## src/hw/lat_qos_pkg.sv

```systemverilog
// Latency QoS throttle shared definitions
// Configuration word layout, request strobe and line-delta types

package lat_qos_pkg;

    // Width of the epoch cycle count
    localparam int EPOCH_BITS = 15;

    // Credit limit never drops below this
    localparam int MIN_LINE_CREDITS = 32;

    // Increment lock counter, locked while the top bit is set (8 epochs)
    localparam int INCR_LOCK_BITS = 4;

    // Largest multi-line request, coded as cl_len 0..3
    localparam int MAX_MULTI_LINE = 4;

    // One read request strobe, line count is cl_len + 1
    typedef struct packed {
        logic                              valid;
        logic [$clog2(MAX_MULTI_LINE)-1:0] cl_len;
    } rd_req_t;

    // Signed change in outstanding lines over one cycle
    typedef logic signed [$clog2(MAX_MULTI_LINE+1)+1:0] line_upd_t;

    // ==================================================
    // Configuration word, bit 0 is rd_enable
    // Write fields are reserved and ignored
    // ==================================================
    typedef struct packed {
        logic [15:0] wr_epoch_cycles;
        logic [15:0] rd_epoch_cycles;
        logic [14:0] wr_max_lines;
        logic [14:0] rd_max_lines;
        logic        wr_enable;
        logic        rd_enable;
    } cfg_word_t;

    // Live read-channel configuration seen by the datapath
    typedef struct packed {
        logic                  enable;
        logic [15:0]           max_lines;
        logic [EPOCH_BITS-1:0] epoch_cycles;
    } qos_cfg_t;

endpackage

```

## src/hw/lat_qos_cfg_ctrl.sv

```systemverilog
// Latency QoS configuration control
// Holds the live read-channel settings and issues a reload strobe after each write

`timescale 1ns/1ps

module lat_qos_cfg_ctrl
    import lat_qos_pkg::*;
#(
    parameter int MAX_ACTIVE_LINES = 128
)
(
    input  logic      clk,
    input  logic      reset,

    // Configuration write, single-cycle strobe
    input  logic      cfg_valid,
    input  cfg_word_t cfg,

    // Live configuration toward the datapath
    output qos_cfg_t  qos,

    // Restart of the datapath counters, one cycle after the write
    output logic      reload
);

    // Default settings applied out of reset
    localparam qos_cfg_t QOS_DEFAULT = '{
        enable:       1'b1,
        max_lines:    16'(MAX_ACTIVE_LINES),
        epoch_cycles: EPOCH_BITS'(63)
    };

    // ==================================================
    // Configuration register
    // ==================================================

    always_ff @(posedge clk)
    begin
        if (reset)
        begin
            qos <= QOS_DEFAULT;
        end
        else if (cfg_valid)
        begin
            // Only the read fields are live
            qos.enable       <= cfg.rd_enable;
            // Zero-extend the 15-bit field
            qos.max_lines    <= {1'b0, cfg.rd_max_lines};
            // Top bit of the epoch field is unused
            qos.epoch_cycles <= cfg.rd_epoch_cycles[EPOCH_BITS-1:0];
        end
    end

    // ==================================================
    // Reload strobe
    // ==================================================

    // Delayed so qos already holds the new value when reload fires
    always_ff @(posedge clk)
    begin
        if (reset)
        begin
            reload <= 1'b0;
        end
        else
        begin
            reload <= cfg_valid;
        end
    end

endmodule

```

## src/hw/lat_qos_epoch_timer.sv

```systemverilog
// Latency QoS epoch timer
// Down-counter giving one new_epoch pulse every epoch_cycles + 2 cycles

`timescale 1ns/1ps

module lat_qos_epoch_timer
    import lat_qos_pkg::*;
(
    input  logic                  clk,
    input  logic                  reset,

    // Epoch length, reloaded at every underflow
    input  logic [EPOCH_BITS-1:0] epoch_cycles,

    // One cycle high per epoch
    output logic                  new_epoch
);

    // Extra top bit catches the underflow
    logic [EPOCH_BITS:0] epoch_cnt;

    // Underflow marks the epoch boundary
    assign new_epoch = epoch_cnt[EPOCH_BITS];

    always_ff @(posedge clk)
    begin
        if (reset)
        begin
            // Zero here underflows on the next cycle, so the first epoch is short
            epoch_cnt <= '0;
        end
        else if (new_epoch)
        begin
            epoch_cnt <= {1'b0, epoch_cycles};
        end
        else
        begin
            epoch_cnt <= epoch_cnt - 1'b1;
        end
    end

endmodule

```

## src/hw/lat_qos_line_tracker.sv

```systemverilog
// Latency QoS outstanding line tracker
// Registers the per-cycle line delta and accumulates it into the active count

`timescale 1ns/1ps

module lat_qos_line_tracker
    import lat_qos_pkg::*;
#(
    parameter int MAX_ACTIVE_LINES = 128
)
(
    input  logic                                clk,
    input  logic                                reset,

    // Clears the count after a configuration write
    input  logic                                reload,

    // New read request, cl_len + 1 lines
    input  rd_req_t                             rd_req,

    // One line returned
    input  logic                                rsp_valid,

    // Lines still outstanding
    output logic [$clog2(MAX_ACTIVE_LINES+1):0] active_lines
);

    // Extra bit absorbs overshoot past the credit limit
    localparam int LINE_BITS = $clog2(MAX_ACTIVE_LINES+1) + 1;
    localparam int UPD_BITS  = $bits(line_upd_t);

    line_upd_t            req_lines;
    line_upd_t            rsp_lines;
    line_upd_t            line_upd_q;
    logic [LINE_BITS-1:0] line_upd_ext;

    // ==================================================
    // Per-cycle delta
    // ==================================================

    always_comb
    begin
        req_lines = '0;
        rsp_lines = '0;

        if (rd_req.valid)
        begin
            // Multi-line request
            req_lines = line_upd_t'(rd_req.cl_len) + line_upd_t'(1);
        end

        if (rsp_valid)
        begin
            // Responses always carry a single line
            rsp_lines = line_upd_t'(1);
        end
    end

    // Pipeline stage between the strobes and the accumulator
    always_ff @(posedge clk)
    begin
        if (reset || reload)
        begin
            line_upd_q <= '0;
        end
        else
        begin
            line_upd_q <= req_lines - rsp_lines;
        end
    end

    // ==================================================
    // Accumulator
    // ==================================================

    // Sign-extend up to the counter width
    assign line_upd_ext = {{(LINE_BITS-UPD_BITS){line_upd_q[UPD_BITS-1]}}, line_upd_q};

    always_ff @(posedge clk)
    begin
        if (reset || reload)
        begin
            active_lines <= '0;
        end
        else
        begin
            active_lines <= active_lines + line_upd_ext;
        end
    end

endmodule

```

## src/hw/lat_qos_credit_limiter.sv

```systemverilog
// Latency QoS credit limiter
// Adapts the read credit limit per epoch and raises almost-full at the limit

`timescale 1ns/1ps

module lat_qos_credit_limiter
    import lat_qos_pkg::*;
#(
    parameter int MAX_ACTIVE_LINES = 128
)
(
    input  logic                                clk,
    input  logic                                reset,

    // Reloads the limit from max_lines
    input  logic                                reload,

    // Throttling enabled
    input  logic                                enable,

    // Configured ceiling of the limit
    input  logic [15:0]                         max_lines,

    // Epoch boundary pulse
    input  logic                                new_epoch,

    // Lines still outstanding
    input  logic [$clog2(MAX_ACTIVE_LINES+1):0] active_lines,

    // Fabric almost-full, level
    input  logic                                fiu_almost_full,

    // Almost-full toward the request source
    output logic                                afu_almost_full
);

    localparam int LINE_BITS = $clog2(MAX_ACTIVE_LINES+1) + 1;

    logic [LINE_BITS-1:0]      credit_limit;
    logic                      throttle;
    logic                      throttle_fired;
    logic                      fiu_was_full;
    logic                      decr_done;
    logic                      credits_at_min;
    logic                      credits_at_max;
    logic                      do_decr;
    logic                      do_incr;
    logic [INCR_LOCK_BITS-1:0] incr_lock_cnt;
    logic                      incr_locked;

    // Fabric almost-full passes straight through
    assign afu_almost_full = fiu_almost_full || throttle;

    // ==================================================
    // Throttle
    // ==================================================

    always_ff @(posedge clk)
    begin
        if (reset || reload)
        begin
            throttle <= 1'b0;
        end
        else
        begin
            throttle <= enable && (active_lines >= credit_limit);
        end
    end

    // ==================================================
    // Per-epoch history
    // ==================================================

    always_ff @(posedge clk)
    begin
        if (reset || reload || new_epoch)
        begin
            throttle_fired <= 1'b0;
            fiu_was_full   <= 1'b0;
            decr_done      <= 1'b0;
        end
        else
        begin
            // Sticky until the next boundary
            if (throttle)
            begin
                throttle_fired <= 1'b1;
            end
            if (fiu_almost_full)
            begin
                fiu_was_full <= 1'b1;
            end
            if (do_decr)
            begin
                decr_done <= 1'b1;
            end
        end
    end

    // ==================================================
    // Increment lock
    // ==================================================

    // Locked while the top bit is set
    assign incr_locked = incr_lock_cnt[INCR_LOCK_BITS-1];

    // Survives reload so a config write cannot bypass the lockout
    always_ff @(posedge clk)
    begin
        if (reset)
        begin
            incr_lock_cnt <= '0;
        end
        else if (do_decr)
        begin
            // Restart the lockout
            incr_lock_cnt <= '1;
        end
        else if (new_epoch && incr_locked)
        begin
            incr_lock_cnt <= incr_lock_cnt - 1'b1;
        end
    end

    // ==================================================
    // Limit adaptation
    // ==================================================

    assign credits_at_min = credit_limit <= LINE_BITS'(MIN_LINE_CREDITS);
    // Compare at the config width since max_lines may be wider
    assign credits_at_max = 16'(credit_limit) >= max_lines;

    // Step down once per epoch while the fabric is full
    assign do_decr = fiu_was_full && !decr_done && !credits_at_min;

    // Step up at the boundary after a quiet epoch in which we throttled
    assign do_incr = new_epoch && throttle_fired && !fiu_was_full &&
                     !incr_locked && !credits_at_max;

    always_ff @(posedge clk)
    begin
        if (reset || reload)
        begin
            credit_limit <= LINE_BITS'(max_lines);
        end
        else if (do_decr)
        begin
            credit_limit <= credit_limit - 1'b1;
        end
        else if (do_incr)
        begin
            credit_limit <= credit_limit + 1'b1;
        end
    end

endmodule

```

## src/hw/lat_qos_throttle.sv

```systemverilog
// Latency QoS read throttle, top level
// Ties config control, epoch timer, line tracker and credit limiter together

`timescale 1ns/1ps

module lat_qos_throttle
    import lat_qos_pkg::*;
#(
    parameter int MAX_ACTIVE_LINES = 128
)
(
    input  logic      clk,
    input  logic      reset,

    // Configuration write
    input  logic      cfg_valid,
    input  cfg_word_t cfg,

    // Read traffic strobes
    input  rd_req_t   rd_req,
    input  logic      rsp_valid,

    // Fabric and source almost-full
    input  logic      fiu_almost_full,
    output logic      afu_almost_full
);

    localparam int LINE_BITS = $clog2(MAX_ACTIVE_LINES+1) + 1;

    qos_cfg_t             qos;
    logic                 reload;
    logic                 new_epoch;
    logic [LINE_BITS-1:0] active_lines;

    // ==================================================
    // Configuration
    // ==================================================

    lat_qos_cfg_ctrl #(
        .MAX_ACTIVE_LINES (MAX_ACTIVE_LINES)
    ) u_cfg_ctrl (
        .clk       (clk),
        .reset     (reset),
        .cfg_valid (cfg_valid),
        .cfg       (cfg),
        .qos       (qos),
        .reload    (reload)
    );

    // Sampling epochs
    lat_qos_epoch_timer u_epoch_timer (
        .clk          (clk),
        .reset        (reset),
        .epoch_cycles (qos.epoch_cycles),
        .new_epoch    (new_epoch)
    );

    // ==================================================
    // Datapath
    // ==================================================

    lat_qos_line_tracker #(
        .MAX_ACTIVE_LINES (MAX_ACTIVE_LINES)
    ) u_line_tracker (
        .clk          (clk),
        .reset        (reset),
        .reload       (reload),
        .rd_req       (rd_req),
        .rsp_valid    (rsp_valid),
        .active_lines (active_lines)
    );

    lat_qos_credit_limiter #(
        .MAX_ACTIVE_LINES (MAX_ACTIVE_LINES)
    ) u_credit_limiter (
        .clk             (clk),
        .reset           (reset),
        .reload          (reload),
        .enable          (qos.enable),
        .max_lines       (qos.max_lines),
        .new_epoch       (new_epoch),
        .active_lines    (active_lines),
        .fiu_almost_full (fiu_almost_full),
        .afu_almost_full (afu_almost_full)
    );

endmodule

```

## config.mk

```make
export PLATFORM = sky130hd
export DESIGN_NAME = lat_qos_throttle
export DESIGN_NICKNAME = d
export VERILOG_FILES = /design/src/hw/lat_qos_pkg.sv /design/src/hw/lat_qos_cfg_ctrl.sv /design/src/hw/lat_qos_epoch_timer.sv /design/src/hw/lat_qos_line_tracker.sv /design/src/hw/lat_qos_credit_limiter.sv /design/src/hw/lat_qos_throttle.sv
export SDC_FILE = /design/constraint.sdc
export NUM_CORES = 1
export LEC_CHECK = 0
export ABC_CLOCK_PERIOD_IN_PS = 6700
export BUFFER_PORTS_ARGS = -buffer_cell sky130_fd_sc_hd__clkbuf_2
export CAP_MARGIN = 5
export CELL_PAD_IN_SITES_DETAIL_PLACEMENT = 0
export CELL_PAD_IN_SITES_GLOBAL_PLACEMENT = 1
export CORE_MARGIN = 5
export CORE_UTILIZATION = 44
export DETAILED_ROUTE_END_ITERATION = 8
export PLACE_DENSITY_LB_ADDON = 0.1
export SKIP_CTS_REPAIR_TIMING = 1
export SLEW_MARGIN = 20
export SYNTH_ARGS = -nofsm -noshare
export SYNTH_HDL_FRONTEND = slang
export SYNTH_SLANG_ARGS = --single-unit
```

## constraint.sdc

```tcl
create_clock -name clk -period 6.7 [get_ports clk]
set_input_delay 0.67 -clock clk [delete_from_list [all_inputs] [get_ports clk]]
set_output_delay 0.67 -clock clk [all_outputs]
set_load 0.02 [all_outputs]
```

==> metrics <==
type of origin of the critical path=flop; Syn Area/Cell=9.21 um^2; GPL Wtd Cong=0.804; area grow syn2layout=12.6%; GR Overflow Total=0; Avg WL per Cell=13.7 um; Final Power=1.53 mW; Yosys cell types=54; Top Ports=73; total number of vias=3139; synth warn=0; sequential share of the synthesized area=0.400; initial antenna violation count=0; Fin Clk Skew=0.00872 ns; # H-tree levels=3; cts bufs inserted=9; Post-synth ARST share=0; endpoint type of the worst setup path=flop; Post-Syn Instances=454; DIE WIDTH=107 um; crit path DAT=3.62 ns; total wire length=8530 um; final setup margin=3.17 ns; layout cells sized above 1=0.140; ys flop type=dfxtp_1; CTS Sinks=79; TritonCTS clock tree=done; pwr dens=325 nW/um^2; row count=35; synthesis-stage register bit count=79; Setup-failing EPs final=0; CP required=6.79 ns; Max Root-Sink Buffers=2; largest cells by area after synthesis=dfxtp_1 34%, ha_1 12%, mux2i_1 8.1%; Iter 0 DRT Violations=73; Final Util=0.510; Hold Vio Cnt, Final=0; share of the synthesized area in the top cell type=0.335; antenna cells=0; Total GRT Usage=0.157; Setup TNS Final=0 ns; DIE HEIGHT=107 um; Hold Path Class=reg -> reg; Leakage Power=2.13 nW; DRC errors left=0; largest net degree at the start of global routing=46; remaining antenna violation count=0; synthesized cell area=4180 um^2; port bufs=39; max cap viols=0; Max Freq=0.284 GHz; Final min period=3.53 ns; Initial Utilization=0.453; first-pass detailed-route iteration total=6; Peak VDD IR=0.197 mV; Place WS=3.22 ns; first-pass GRT wire length=14500 um; RSZ-0062 raised after global routing=no; Clock Tree Root=clkbuf_8; Post-synth EDFFs=9; Clock Latency Late Sink=0.34 ns; worst slew pin tran=1.06 ns; post-DP HPWL=6150 um; Final nets=602; crit-path max FO=8; Rel. slew slack=0.290; Vias/cell=5.04; Tcrit/Tclk final=0.526; vias in the first global route=3067; syn nets=567; clock slew at reported path FFs=0.08 ns; core area=9240 um^2; leading area contributor after synthesis=dfxtp_1; fin. max-slew vios=0; status=complete, no violations; crit path kind=reg -> reg; die area=11600 um^2
## sequential cells by signal, summed over array words and instances (netlist names)
signal	flops
u_cfg_ctrl.reload	1
u_cfg_ctrl.qos	31
u_credit_limiter.throttle_fired	1
u_credit_limiter.credit_limit	9
u_credit_limiter.fiu_was_full	1
u_credit_limiter.incr_lock_cnt	4
u_line_tracker.active_lines	9
u_epoch_timer.epoch_cnt	16
u_credit_limiter.throttle	1
u_credit_limiter.decr_done	1
u_line_tracker.line_upd_q	5
## critical path, stage by stage (launching register included)
cell,delay (ns)
edfxtp_1,0.50
or4_1,0.55
o21ai_0,0.19
a31o_2,0.29
inv_1,0.20
ha_1,0.44
and2_1,0.17
a311oi_1,0.06
o41ai_1,0.44
xor2_1,0.15
mux2_2,0.28
## metal layers
| metal | share of wire | vias to the layer above | global-route usage |
|---|---|---|---|
| met1 | 0.50 | 1445 | 0.208 |
| met2 | 0.47 | 34 | 0.259 |
| met5 | 0 | - | 0 |
| li1 | - | 1654 | - |
| met4 | 0.0074 | 0 | 0.0343 |
| met3 | 0.027 | 6 | 0.0408 |
## cells by family (layout without fill, tap and decap cells)
group	count (synthesis)	count (layout)	share of synthesized area
simple gates	149	149	0.181
flops	79	79	0.400
compound gates	78	78	0.118
buf+inv	51	91	0.0464
fa+ha+maj	41	41	0.126
mux	35	35	0.0841
xor+xnor	21	21	0.0440
## path summary, 6_finish.rpt
check | slack [ns] | start | depth (start not counted) | to
max | 3.17 | u_credit_limiter.credit_limit[3] | 10 | u_credit_limiter.credit_limit[7]
min reg2reg | 0.46 | u_cfg_ctrl.qos[2] | 2 | u_epoch_timer.epoch_cnt[2]
min | 0.46 | u_cfg_ctrl.qos[2] | 2 | u_epoch_timer.epoch_cnt[2]
max reg2reg | 3.17 | u_credit_limiter.credit_limit[3] | 10 | u_credit_limiter.credit_limit[7]
## Yosys cell counts (2+ instances only)
cell type  number
xor2_1          9
edfxtp_1        9
a211oi_1        4
buf_1           3
nor3_1          9
dfxtp_1        70
inv_1          32
o21ai_0        20
buf_2           2
nor3b_1         3
mux2i_1        34
nand3_1         6
and4_1          2
or3_1           5
o21a_1          2
ha_1           39
a21o_1          6
or4_1           4
and2_1          4
xnor2_1        12
o211a_1         2
nand2b_1        6
o211ai_1        5
nand2_1        26
a21oi_1        26
fa_1            2
nor2b_1         4
nor2_1         62
nand4_1         5
clkbuf_1       13
nor3_2          2
o41ai_1         3
or2_2           2
## cell type report
type | count | area, um^2
tap | 129 | 161
clock buffer | 10 | 128
multi-input combinational | 324 | 2320
timing repair buffer | 42 | 218
clock inverter | 6 | 91.3
inverter | 33 | 124
sequential | 79 | 1670
fill | 908 | 4530
## through the flow
| step | hold slack, ns | cells | cell area (um^2) |
|---|---|---|---|
| 2_1_floorplan | 0.431 | 454 | 4180 |
| 5_1_grt | 0.496 | 623 | 4710 |
| 4_1_cts | 0.460 | 623 | 4710 |
| 3_5_place_dp | 0.447 | 607 | 4490 |
| 3_3_place_gp | 0.447 | 607 | 4490 |
| 6_report | 0.460 | 623 | 4710 |
## cells in the final DEF (no fill, tap or decap), types with 4 or more instances in the layout
cell	netlist	final
dfxtp_1	70	70
nor2_1	62	62
ha_1	39	39
clkbuf_2	0	39
mux2i_1	34	34
inv_1	32	32
nand2_1	26	26
a21oi_1	26	26
o21ai_0	20	20
xnor2_1	12	12
nor3_1	9	9
xor2_1	9	9
clkbuf_8	0	9
edfxtp_1	9	9
nand2b_1	6	6
a21o_1	6	6
nand3_1	6	6
or3_1	5	5
nand4_1	5	5
o211ai_1	5	5
or4_1	4	4
and2_1	4	4
nor2b_1	4	4
a211oi_1	4	4
## power breakdown
group	total, mW	internal, mW	switching (mW)
sequential	0.638	0.559	0.0790
combinational	0.502	0.239	0.263
clock	0.393	0.214	0.180
total	1.53	1.01	0.521
Power figures use the tool's default switching activity.
